[src/rv_csr_pkg.sv]
// RV64 CSR unit definitions

package rv_csr_pkg;

  localparam int XLEN       = 64;
  localparam int CSR_ADDR_W = 12;

  // Implemented machine-mode CSR addresses.
  localparam logic [CSR_ADDR_W-1:0] CSR_MSTATUS = 12'h300;
  localparam logic [CSR_ADDR_W-1:0] CSR_MTVEC   = 12'h305;
  localparam logic [CSR_ADDR_W-1:0] CSR_MEPC    = 12'h341;
  localparam logic [CSR_ADDR_W-1:0] CSR_MCAUSE  = 12'h342;

  // SXL and UXL set to 64 bits, MPP set to M.
  localparam logic [XLEN-1:0] MSTATUS_RESET = 64'h0000_000a_0000_1800;

  localparam int MSTATUS_MIE_BIT  = 3;
  localparam int MSTATUS_MPIE_BIT = 7;

  localparam logic [XLEN-1:0] CAUSE_ILLEGAL = 64'd2;
  localparam logic [XLEN-1:0] CAUSE_ECALL_M = 64'd11;

  localparam logic [6:0] OPC_SYSTEM = 7'b1110011;

  // imm12 values of the funct3 == 0 SYSTEM encodings.
  localparam logic [CSR_ADDR_W-1:0] FUNCT12_ECALL = 12'h000;
  localparam logic [CSR_ADDR_W-1:0] FUNCT12_MRET  = 12'h302;

  typedef enum logic [2:0] {
    OP_NONE    = 3'd0,
    OP_RW      = 3'd1,
    OP_RS      = 3'd2,
    OP_RC      = 3'd3,
    OP_ECALL   = 3'd4,
    OP_MRET    = 3'd5,
    OP_ILLEGAL = 3'd6
  } csr_op_e;

  // Register file index of each implemented CSR.
  typedef enum logic [1:0] {
    SEL_MSTATUS = 2'd0,
    SEL_MTVEC   = 2'd1,
    SEL_MEPC    = 2'd2,
    SEL_MCAUSE  = 2'd3
  } csr_sel_e;

  typedef struct packed {
    logic            valid;
    logic [31:0]     instr;
    logic [XLEN-1:0] rs1_val;
    logic [XLEN-1:0] pc;
  } csr_issue_t;

  typedef struct packed {
    logic            valid;
    csr_op_e         op;
    csr_sel_e        sel;
    logic [XLEN-1:0] operand;
    logic [4:0]      rd;
    logic [XLEN-1:0] pc;
  } csr_req_t;

  typedef struct packed {
    logic            take;
    logic            ret;
    logic [XLEN-1:0] epc;
    logic [XLEN-1:0] cause;
  } trap_upd_t;

  typedef struct packed {
    logic            valid;
    logic            rd_we;
    logic [4:0]      rd;
    logic [XLEN-1:0] rdata;
    logic            redirect;
    logic [XLEN-1:0] redirect_pc;
  } csr_rsp_t;

endpackage

[src/csr_decode.sv]
// SYSTEM instruction decoder

module csr_decode import rv_csr_pkg::*; (
  input  logic       i_clk,
  input  logic       i_rst_n,
  input  csr_issue_t i_issue,
  output csr_req_t   o_req
);

  logic [6:0]            opcode;
  logic [2:0]            funct3;
  logic [4:0]            rs1_zimm;
  logic [CSR_ADDR_W-1:0] csr_addr;
  logic                  addr_ok;
  csr_sel_e              sel_d;
  csr_op_e               op_d;
  logic [XLEN-1:0]       operand_d;

  logic                  valid_q;
  csr_op_e               op_q;
  csr_sel_e              sel_q;
  logic [XLEN-1:0]       operand_q;
  logic [4:0]            rd_q;
  logic [XLEN-1:0]       pc_q;

  assign opcode   = i_issue.instr[6:0];
  assign funct3   = i_issue.instr[14:12];
  assign rs1_zimm = i_issue.instr[19:15];
  assign csr_addr = i_issue.instr[31:20];

  always_comb begin
    addr_ok = 1'b1;
    case (csr_addr)
      CSR_MSTATUS: sel_d = SEL_MSTATUS;
      CSR_MTVEC:   sel_d = SEL_MTVEC;
      CSR_MEPC:    sel_d = SEL_MEPC;
      CSR_MCAUSE:  sel_d = SEL_MCAUSE;
      default: begin
        sel_d   = SEL_MSTATUS;
        addr_ok = 1'b0;
      end
    endcase
  end

  always_comb begin
    op_d      = OP_ILLEGAL;
    operand_d = funct3[2] ? {{(XLEN-5){1'b0}}, rs1_zimm} : i_issue.rs1_val;
    if (!i_issue.valid) begin
      op_d = OP_NONE;
    end else if (opcode == OPC_SYSTEM) begin
      case (funct3)
        3'd1, 3'd5: op_d = OP_RW;
        3'd2, 3'd6: op_d = OP_RS;
        3'd3, 3'd7: op_d = OP_RC;
        3'd0: begin
          if (csr_addr == FUNCT12_ECALL) begin
            op_d = OP_ECALL;
          end else if (csr_addr == FUNCT12_MRET) begin
            op_d = OP_MRET;
          end
        end
        default: op_d = OP_ILLEGAL;
      endcase
      // Unimplemented CSRs trap here, so later stages never look at addresses.
      if (funct3[1:0] != 2'b00 && !addr_ok) begin
        op_d = OP_ILLEGAL;
      end
    end
  end

  always_ff @(posedge i_clk or negedge i_rst_n) begin
    if (!i_rst_n) begin
      valid_q <= 1'b0;
    end else begin
      valid_q <= i_issue.valid;
    end
  end

  always_ff @(posedge i_clk) begin
    op_q      <= op_d;
    sel_q     <= sel_d;
    operand_q <= operand_d;
    rd_q      <= i_issue.instr[11:7];
    pc_q      <= i_issue.pc;
  end

  always_comb begin
    o_req.valid   = valid_q;
    o_req.op      = op_q;
    o_req.sel     = sel_q;
    o_req.operand = operand_q;
    o_req.rd      = rd_q;
    o_req.pc      = pc_q;
  end

endmodule

[src/csr_regfile.sv]
// Machine-mode CSR file

module csr_regfile import rv_csr_pkg::*; (
  input  logic            i_clk,
  input  logic            i_rst_n,
  input  csr_req_t        i_req,
  input  trap_upd_t       i_trap,
  input  logic            i_redirect,
  input  logic [XLEN-1:0] i_redirect_pc,
  output logic [XLEN-1:0] o_mtvec,
  output logic [XLEN-1:0] o_mepc,
  output csr_rsp_t        o_rsp
);

  logic [XLEN-1:0] csr_q [4];
  logic [XLEN-1:0] old_val;
  logic [XLEN-1:0] new_val;
  logic            is_rmw;
  logic            wr_en;

  logic            rsp_valid_q;
  logic            rsp_rd_we_q;
  logic            rsp_redirect_q;
  logic [4:0]      rsp_rd_q;
  logic [XLEN-1:0] rsp_rdata_q;
  logic [XLEN-1:0] rsp_redirect_pc_q;

  assign old_val = csr_q[i_req.sel];
  assign o_mtvec = csr_q[SEL_MTVEC];
  assign o_mepc  = csr_q[SEL_MEPC];

  always_comb begin
    is_rmw  = 1'b0;
    wr_en   = 1'b0;
    new_val = old_val;
    case (i_req.op)
      OP_RW: begin
        is_rmw  = i_req.valid;
        wr_en   = i_req.valid;
        new_val = i_req.operand;
      end
      OP_RS: begin
        is_rmw  = i_req.valid;
        wr_en   = i_req.valid && (i_req.operand != '0);
        new_val = old_val | i_req.operand;
      end
      OP_RC: begin
        is_rmw  = i_req.valid;
        wr_en   = i_req.valid && (i_req.operand != '0);
        new_val = old_val & ~i_req.operand;
      end
      default: begin
        is_rmw = 1'b0;
        wr_en  = 1'b0;
      end
    endcase
    // mepc is always word aligned.
    if (i_req.sel == SEL_MEPC) begin
      new_val[1:0] = 2'b00;
    end
  end

  // The op decides whether a trap update or a CSR write runs.
  always_ff @(posedge i_clk or negedge i_rst_n) begin
    if (!i_rst_n) begin
      csr_q[SEL_MSTATUS] <= MSTATUS_RESET;
      csr_q[SEL_MTVEC]   <= '0;
      csr_q[SEL_MEPC]    <= '0;
      csr_q[SEL_MCAUSE]  <= '0;
    end else if (i_trap.take) begin
      csr_q[SEL_MEPC]                       <= {i_trap.epc[XLEN-1:2], 2'b00};
      csr_q[SEL_MCAUSE]                     <= i_trap.cause;
      csr_q[SEL_MSTATUS][MSTATUS_MPIE_BIT] <= csr_q[SEL_MSTATUS][MSTATUS_MIE_BIT];
      csr_q[SEL_MSTATUS][MSTATUS_MIE_BIT]  <= 1'b0;
    end else if (i_trap.ret) begin
      csr_q[SEL_MSTATUS][MSTATUS_MIE_BIT]  <= csr_q[SEL_MSTATUS][MSTATUS_MPIE_BIT];
      csr_q[SEL_MSTATUS][MSTATUS_MPIE_BIT] <= 1'b1;
    end else if (wr_en) begin
      csr_q[i_req.sel] <= new_val;
    end
  end

  always_ff @(posedge i_clk or negedge i_rst_n) begin
    if (!i_rst_n) begin
      rsp_valid_q    <= 1'b0;
      rsp_rd_we_q    <= 1'b0;
      rsp_redirect_q <= 1'b0;
    end else begin
      rsp_valid_q    <= i_req.valid;
      rsp_rd_we_q    <= is_rmw;
      rsp_redirect_q <= i_redirect;
    end
  end

  always_ff @(posedge i_clk) begin
    rsp_rd_q          <= i_req.rd;
    rsp_rdata_q       <= old_val;
    rsp_redirect_pc_q <= i_redirect_pc;
  end

  always_comb begin
    o_rsp.valid       = rsp_valid_q;
    o_rsp.rd_we       = rsp_rd_we_q;
    o_rsp.rd          = rsp_rd_q;
    o_rsp.rdata       = rsp_rdata_q;
    o_rsp.redirect    = rsp_redirect_q;
    o_rsp.redirect_pc = rsp_redirect_pc_q;
  end

endmodule

[src/csr_unit_top.sv]
// CSR and trap unit top

module csr_unit_top import rv_csr_pkg::*; (
  input  logic       i_clk,
  input  logic       i_rst_n,
  input  csr_issue_t i_issue,
  output csr_rsp_t   o_rsp
);

  csr_req_t        req;
  trap_upd_t       trap;
  logic            redirect;
  logic [XLEN-1:0] redirect_pc;
  logic [XLEN-1:0] mtvec;
  logic [XLEN-1:0] mepc;

  csr_decode u_decode (
    .i_clk   (i_clk),
    .i_rst_n (i_rst_n),
    .i_issue (i_issue),
    .o_req   (req)
  );

  // Trap control feeds the register file in the same cycle of the second stage.
  trap_unit u_trap (
    .i_req         (req),
    .i_mtvec       (mtvec),
    .i_mepc        (mepc),
    .o_trap        (trap),
    .o_redirect    (redirect),
    .o_redirect_pc (redirect_pc)
  );

  csr_regfile u_regfile (
    .i_clk         (i_clk),
    .i_rst_n       (i_rst_n),
    .i_req         (req),
    .i_trap        (trap),
    .i_redirect    (redirect),
    .i_redirect_pc (redirect_pc),
    .o_mtvec       (mtvec),
    .o_mepc        (mepc),
    .o_rsp         (o_rsp)
  );

endmodule

[src/trap_unit.sv]
// Trap and return control

module trap_unit import rv_csr_pkg::*; (
  input  csr_req_t        i_req,
  input  logic [XLEN-1:0] i_mtvec,
  input  logic [XLEN-1:0] i_mepc,
  output trap_upd_t       o_trap,
  output logic            o_redirect,
  output logic [XLEN-1:0] o_redirect_pc
);

  logic            take;
  logic            ret;
  logic [XLEN-1:0] cause;
  logic [XLEN-1:0] trap_base;

  // The mode bits are ignored in direct mode.
  assign trap_base = {i_mtvec[XLEN-1:2], 2'b00};

  always_comb begin
    take  = 1'b0;
    ret   = 1'b0;
    cause = CAUSE_ILLEGAL;
    if (i_req.valid) begin
      case (i_req.op)
        OP_ECALL: begin
          take  = 1'b1;
          cause = CAUSE_ECALL_M;
        end
        OP_ILLEGAL: begin
          take  = 1'b1;
          cause = CAUSE_ILLEGAL;
        end
        OP_MRET: begin
          ret = 1'b1;
        end
        default: begin
          take = 1'b0;
          ret  = 1'b0;
        end
      endcase
    end
  end

  always_comb begin
    o_trap.take  = take;
    o_trap.ret   = ret;
    o_trap.epc   = i_req.pc;
    o_trap.cause = cause;
  end

  assign o_redirect    = take | ret;
  // Mret returns through mepc.
  assign o_redirect_pc = ret ? i_mepc : trap_base;

endmodule

[config.mk]
export PLATFORM = sky130hd
export DESIGN_NAME = csr_unit_top
export DESIGN_NICKNAME = d
export VERILOG_FILES = /design/src/rv_csr_pkg.sv /design/src/csr_decode.sv /design/src/csr_regfile.sv /design/src/csr_unit_top.sv /design/src/trap_unit.sv
export SDC_FILE = /design/constraint.sdc
export NUM_CORES = 1
export LEC_CHECK = 0
export BUFFER_PORTS_ARGS = -buffer_cell sky130_fd_sc_hd__clkbuf_2
export CORE_UTILIZATION = 35
export CTS_CLUSTER_DIAMETER = 30
export DETAILED_ROUTE_END_ITERATION = 6
export HOLD_SLACK_MARGIN = 0.15
export PLACE_DENSITY = 0.53
export SETUP_SLACK_MARGIN = 0.5
export SYNTH_ARGS = -nofsm -noshare
export SYNTH_HDL_FRONTEND = slang
export SYNTH_SLANG_ARGS = --single-unit
[constraint.sdc]
create_clock -name i_clk -period 3.11 [get_ports i_clk]
set_input_delay 0.4665 -clock i_clk [delete_from_list [all_inputs] [get_ports i_clk]]
set_output_delay 0.4665 -clock i_clk [all_outputs]
set_load 0.01 [all_outputs]
==> reports/qor.yml, run 1 <==
status: "finished, final reports clean"
holdCritStartpoint: "i_issue[140]"
slew_viol_final: 0
period_share_pct: 81.53
yosysUniqueCellTypes: 50
setup-violations-final: 0
ys_seq_elements: 529
hold_depth: 3
htreeDepth: 3
dieArea_sq_um: 60390
die_h_um: 245.8
post-route-min-period_ns: 2.536
grt_pass1_vias: 16960
dp_hpwl_mm: 38.98
syn_area_sq_um: 20790
crit_arrival_ns: 3.12
die_w_um: 245.8
grt.overflow.total: 0
cts_tree: "yes"
crit_chain: "nor4_4, nand4_1, or3_4, o2111ai_4, buf_12, buf_12, mux2i_1"
cpPeakStageDelay_ns: 0.53
max_freq_mhz: 394.4
synthXorXnorAreaFrac_pct: 0.08424
yosysSeqAreaShare_pct: 57.21
synth_warnings: 0
cts_buffer_depth: 3
syn-instance-count: 1707
rows: 88
p_leak_nw: 13.11
post-route-util_pct: 50.38
ir_drop_mv: 0.7612
p_total_w: 0.02478
core_area_sq_um: 58250
synth_edf_count: 0
gp_congestion: 0.7856
area.sequential_sq_um: 11910
num_antenna_cells: 0
path_clk_slew_ns: 0.05
drtIter0Drc: 1307
timing.rr.start: "u_decode.operand_q[51]$_SDFF_PP0_"
synth.avg_cell_area_sq_um: 12.18
yosys.area_share.simple_pct: 6.035
rsz0062_at_grt: "yes"
synthFlopType: "dfxtp_1"
tightest_slew_ns: 1.063
required_ns: 3.69
r2r_slack_ns: 0.57
syn_to_final_growth_pct: 41.11
synth_top_family_by_area: "multiplexers"
wl_mm: 67.02
multi_input_area_sq_um: 7755
ios: 299
powerDensity_nw_per_um2: 844.6
pre_cts_slack_ns: -0.01048
grt_use_total_pct: 22.17
cts.sink_count: 529
firstDrtPassIters: 7
grt_pass1_wl_mm: 100.8
synth_nets: 1870
timing.final.ws_setup_ns: 0.5744
relSlewSlack_pct: 29.11
wl_per_cell_um: 21.69
hold_class: "input pin to register"
critPathKind: "register to register"
crit_path_start_kind: "register"
drive_above_1_share_pct: 32.09
vias: 16050
clock_latency_ns: 0.67
final_net_count: 2382
fin_skew_ns: 0.03084
path_common_cell: "buf_12"
ant_nets: 0
grt_max_degree: 79
cts_root_buffer: "clkbuf_16"
drcViolationCount: 0
hold_end: "u_decode.op_q[0]$_SDFF_PP0_"
synth_mux_area_share_pct: 19.74
max_cap_violations: 0
initial_utilization_pct: 35.70
final_common_cell: "clkbuf_2"
final_cell_mix: "clkbuf_2 (294), dfxtp_1 (266), dfrtp_1 (256)"
r2r_end: "u_regfile.csr_q[59]$_DFFE_PN0P_"
grt_antenna_before_repair: 0
worstPathMaxFanout: 15
synth_compound_area_share_pct: 10.59
r2r_cells: 7
synth-async-reset-ratio_pct: 49.15
fillers: 5080
synth_fa_ha_area_share_pct: 0
end_kind: "register"
numCtsBuffers: 119
viasPerCell: 5.195
io_buffers: 296
cpMaxStageDelayCell: "or3_4"
hold_viol_final: 0
-- logic make-up (layout without fill, tap and decap cells) --
family	count (synthesis)	after routing
flip-flops	529	529
multiplexers	321	321
buffers and inverters	316	934
AO/OA/AOI/OAI	285	285
AND/OR/NAND/NOR	254	254
XOR/XNOR	2	2
-- worst max-delay path, delay by kind of cell (launching register included) --
| kind | cells | cell delay (ns) |
|---|---|---|
| buffers and inverters | 2 | 0.37 |
| AO/OA/AOI/OAI | 1 | 0.27 |
| flip-flops | 1 | 0.36 |
| multiplexers | 1 | 0.22 |
| AND/OR/NAND/NOR | 3 | 1.20 |
-- sequential cells by signal (all words and copies together) (netlist names) --
register	flops
u_regfile.o_mepc	64
u_decode.valid_q	1
u_regfile.rsp_redirect_pc_q	64
u_decode.pc_q	62
u_decode.rd_q	5
u_decode.op_q	3
u_regfile.csr_q	128
u_regfile.rsp_rdata_q	64
u_decode.operand_q	64
u_regfile.rsp_redirect_q	1
u_regfile.rsp_rd_q	5
u_decode.sel_q	2
u_regfile.rsp_valid_q	1
u_regfile.rsp_rd_we_q	1
u_regfile.o_mtvec	64
-- what timing repair did --
item,CTS,global route
setup endpoints to repair,241,166
endpoints found under the hold margin,190,0
hold buffers,144,0
pin swaps,0,15
gates resized for setup,7,7
buffers inserted,7,20
-- cell usage after synthesis, types with 3 or more instances --
master	number	area share (%)
a211o_1	3	0.13
a21oi_1	9	0.22
a222oi_1	63	3.0
a22oi_1	62	2.2
and2_1	3	0.090
and3_1	3	0.090
buf_1	6	0.11
buf_2	23	0.55
buf_4	10	0.36
buf_6	9	0.49
clkbuf_1	77	1.4
dfrtp_1	256	31
dfstp_2	4	0.51
dfxtp_1	269	26
inv_1	191	3.4
mux2_2	69	3.7
mux2i_1	187	9.0
mux4_2	64	6.9
nand2_1	131	2.4
nand3_1	3	0.072
nand4_1	4	0.12
nor2_1	11	0.20
nor2b_1	60	1.8
nor4_1	17	0.51
o21ai_0	69	1.7
o221ai_1	64	2.7
or3_1	3	0.090
or4_1	3	0.11
-- metrics by stage --
| step | instances | area (sq um) | setup TNS (ns) | hold slack (ns) |
|---|---|---|---|---|
| after detailed placement | 2692 | 23430 | -0.01048 | 0.3138 |
| after CTS | 3070 | 29140 | 0 | 0.1544 |
| after global routing | 3090 | 29340 | 0 | 0.1730 |
| after global placement | 2692 | 23430 | 0 | 0.3099 |
| after floorplan | 1707 | 20790 | 0 | 0.1709 |
| final | 3090 | 29340 | 0 | 0.1885 |
-- report_power, final --
| part | internal (W) | leakage, nW | total [W] | switching, W |
|---|---|---|---|---|
| logic | 0.00183 | 5.60 | 0.00373 | 0.00190 |
| clock network | 0.00831 | 1.99 | 0.0125 | 0.00421 |
| registers | 0.00792 | 5.52 | 0.00853 | 0.000610 |
-- metal layers --
metal / GRT usage [%] / up-vias / part of all wire [%]
met5: 0 / - / 0
met4: 10.14 / 0 / 3.5
met3: 4.649 / 148 / 6.1
met2: 36.31 / 598 / 48
met1: 27.99 / 8092 / 42
li1: - / 7216 / -
-- area by class of cell --
class                   instances  share of cell area [%]
well taps                     765                   3.262
repair buffers                516                   13.18
multi-input cells             862                   26.43
clock inverters                74                   2.712
inverters                     191                   2.443
clock buffers                 153                   11.39
flip-flops and latches        529                   40.58
-- worst max-delay path by stage --
stage	from	to	slack (ns)	cells past startpoint
6_report	u_decode.operand_q[51]$_SDFF_PP0_	u_regfile.csr_q[59]$_DFFE_PN0P_	0.57	7
5_1_grt	u_decode.sel_q[1]$_SDFF_PN0_	u_regfile.o_mepc[60]$_DFFE_PN0P_	0.49	5
4_1_cts	u_decode.operand_q[57]$_SDFF_PP0_	u_regfile.csr_q[53]$_DFFE_PN0P_	0.50	7
3_5_place_dp	u_decode.operand_q[34]$_SDFF_PP0_	u_regfile.csr_q[54]$_DFFE_PN0P_	-0.01	7
3_3_place_gp	u_decode.operand_q[34]$_SDFF_PP0_	u_regfile.csr_q[57]$_DFFE_PN0P_	0.04	7
2_1_floorplan	u_decode.sel_q[1]$_SDFF_PN0_	u_regfile.o_mepc[12]$_DFFE_PN0P_	0.79	7
(Power assumes the default switching activity.)
==> run 2: changes to the inputs <==
==> constraint.sdc (replaced) <==
create_clock -name i_clk -period 2.4 [get_ports i_clk]
set_input_delay 0.36 -clock i_clk [delete_from_list [all_inputs] [get_ports i_clk]]
set_output_delay 0.36 -clock i_clk [all_outputs]
set_load 0.01 [all_outputs]
==> run 2 against run 1 <==
Compared with the run above:
- the run now ends with design-rule violations, negative setup slack left
- combinational power grew 72%
- setup slack lost 0.72 ns
- routed wire length grew 11%
- non-clock buffer count grew 233
- largest power group unchanged
- critical path depth grew 2
- global-route usage grew 2.4 points
- clock power grew 26%
- critical path type unchanged
==> reports/qor.yml, run 2 (synthesis results as in run 1) <==
p_int_w: 0.02397  # +33%
area.sequential_sq_um: 11920  # about the same
initial_utilization_pct: 35.70  # unchanged
crit_arrival_ns: 3.07  # -0.05 ns
grt_max_degree: 73  # -7.6%
sw_frac_of_total_pct: 27.96  # +0.83 points
final_common_cell: "clkbuf_2"
cts_root_buffer: "clkbuf_16"
numCtsBuffers: 118  # -0.84%
grt_pass1_wl_mm: 111.1  # +10%
multi_input_area_sq_um: 8361  # +7.8%
post-route-min-period_ns: 2.541  # +0.005669 ns
drcViolationCount: 1  # +1
relSlewSlack_pct: 38.51  # +9.4 points
critPathKind: "register to register"
firstDrtPassIters: 7  # unchanged
cp.depth: 9  # +2
p_leak_nw: 14.77  # +13%
setup-violations-final: 120  # +120
htreeDepth: 3  # unchanged
grt.overflow.total: 0  # unchanged
num_antenna_cells: 0  # unchanged
seqPwrFrac_pct: 33.2  # -1.2 points
rows: 88  # unchanged
vias: 17330  # +7.9%
drive_above_1_share_pct: 41.10  # +9.0 points
path_clk_slew_ns: 0.05  # about the same
status: "complete, but fails checks"
final_net_count: 2614  # +9.7%
fillers: 4759  # -6.3%
required_ns: 2.93  # -0.76 ns
max_freq_mhz: 393.5  # -0.22%
worstPathMaxFanout: 6  # -9
cts_buffer_depth: 3  # unchanged
largest_reg_flops: 128  # unchanged
pre_cts_slack_ns: -0.2962  # -0.2857 ns
tightest_slew_ns: 0.9224  # -0.1409 ns
max_cap_violations: 0  # unchanged
slew_viol_final: 0  # unchanged
rsz0062_at_grt: "yes"
hold_viol_final: 0  # unchanged
clock_latency_ns: 0.68  # about the same
cpPeakStageDelay_ns: 0.49  # -0.04 ns
final_cell_mix: "clkbuf_2 (294), dfxtp_1 (262), dfrtp_1 (256)"
cts_tree: "yes"
crit_chain: "nor4_4, buf_4, nand4_1, or3_4, buf_6, o21ai_4, buf_8, clkbuf_16, o221ai_2"
power_frac_comb_pct: 19.3  # +4.3 points
dp_hpwl_mm: 41.90  # +7.5%
r2r_cells: 9  # +2
grt_use_total_pct: 24.61  # +2.4 points
die_w_um: 245.8  # unchanged
failed_checks: "design-rule violations, negative setup slack"
core_area_sq_um: 58250  # unchanged
syn_to_final_growth_pct: 57.15
grt_antenna_before_repair: 0  # unchanged
largest-register: "u_regfile.csr_q"
viasPerCell: 5.220  # +0.46%
cpMaxStageDelayCell: "or3_4"
critPathBufInv: 4  # +2
die_h_um: 245.8  # unchanged
hold_class: "input pin to asynchronous set/reset pin"
cts.sink_count: 529  # unchanged
crit_family: "simple AND/OR/NAND/NOR gates"
p_switching_w: 0.009301  # +38%
gp_congestion: 0.8175  # +4.1%
drtIter0Drc: 1444  # +10%
fin_cells: 3320  # +7.4%
setup-tns-final_ns: -10.00  # -10.00 ns
fin_skew_ns: 0.05163  # +0.02079 ns
period_share_pct: 105.9  # +24 points
timing.final.ws_setup_ns: -0.1412  # -0.7157 ns
grt_pass1_vias: 18270  # +7.7%
clkPwrFrac_pct: 47.6  # -2.9 points
crit_path_start_kind: "register"
end_kind: "register"
ios: 299  # unchanged
ir_drop_mv: 0.6202  # -19%
wl_mm: 74.65  # +11%
powerDensity_nw_per_um2: 1018  # +21%
ant_nets: 0  # unchanged
io_buffers: 296  # unchanged
wl_per_cell_um: 22.48  # +3.7%
dieArea_sq_um: 60390  # unchanged
placedCellCount: 2804  # +4.2%
timing.hold.ws_ns: 0.2068  # +0.01831 ns
==> run 2: cell types whose count changed in the layout (fill, tap and decap cells not counted), sizes merged, moves of 3 or more <==
cell and change:
inv +3, clkbuf +5, bufinv -5, dlygate4sd3 +7, buf +222
==> run 2: per-stage QoR <==
| step | total power, W | util, % | cell area (sq um) |
|---|---|---|---|
| 2_1_floorplan | 0.01383 | - | 20970 |
| 3_3_place_gp | 0.01615 | 41.78 | 24330 |
| 3_5_place_dp | 0.01630 | 41.78 | 24330 |
| 4_1_cts | 0.03316 | 55.19 | 32140 |
| 5_1_grt | 0.03456 | 56.11 | 32680 |
| 6_report | 0.03327 | 56.11 | 32680 |
==> run 2: layout make-up <==
cell class	count	area share (%)
Clock buffer	154	10.28
Clock inverter	70	2.048
Inverter	191	2.194
Multi-Input combinational cell	862	25.58
Sequential cell	529	36.47
Tap cell	765	2.929
Timing Repair Buffer	749	20.50
==> run 2: worst reg2reg max path: stages, from the launching register on <==
cell and delay, ns:
dfxtp_4 0.34, nor4_4 0.32, buf_4 0.16, nand4_1 0.20
or3_4 0.49, buf_6 0.14, o21ai_4 0.26, buf_8 0.20
clkbuf_16 0.18, o221ai_2 0.10
==> run 2: per-layer routing <==
metal  GRT usage [%]  up-vias  part of all wire (%)
met5               0        -                     0
met4           11.31        0                   3.8
met3           4.114      166                   5.4
met2           40.61      668                    48
met1           31.46     8785                    43
li1                -     7710                     -
==> run 2: worst paths after layout <==
kind | from | endpoint | slack, ns
setup / recovery | u_decode.operand_q[61]$_SDFF_PP0_ | u_regfile.o_mepc[43]$_DFFE_PN0P_ | -0.14
hold / removal | i_rst_n | u_regfile.o_mepc[58]$_DFFE_PN0P_ | 0.21
setup reg to reg | u_decode.operand_q[61]$_SDFF_PP0_ | u_regfile.o_mepc[43]$_DFFE_PN0P_ | -0.14
hold reg to reg | u_decode.rd_q[3]$_DFF_P_ | u_regfile.rsp_rd_q[3]$_DFF_P_ | 0.32
max in group asynchronous | i_rst_n | u_regfile.o_mtvec[38]$_DFFE_PN0P_ | 1.36
min in group i_clk | i_issue[156] | u_decode.op_q[0]$_SDFF_PP0_ | 0.23
==> run 2: power by group through the flow <==
stage / Clock (W) / Sequential (W) / Combinational [W]
finish: 0.0158 / 0.0110 / 0.00641
global placement: 0 / 0.0111 / 0.00505
CTS: 0.0160 / 0.0110 / 0.00612
floorplan: 0 / 0.0112 / 0.00268
detailed placement: 0 / 0.0111 / 0.00517
global route: 0.0165 / 0.0111 / 0.00688
==> run 2: timing repair <==
item                                    in CTS  in global routing
endpoints found under the setup margin     319                258
cloned                                      27                  4
hold buffers                               151                  0
pin swaps                                   46                 27
buffers inserted                           101                  9
resized for setup                          152                 76
hold endpoints to repair                   393                  0
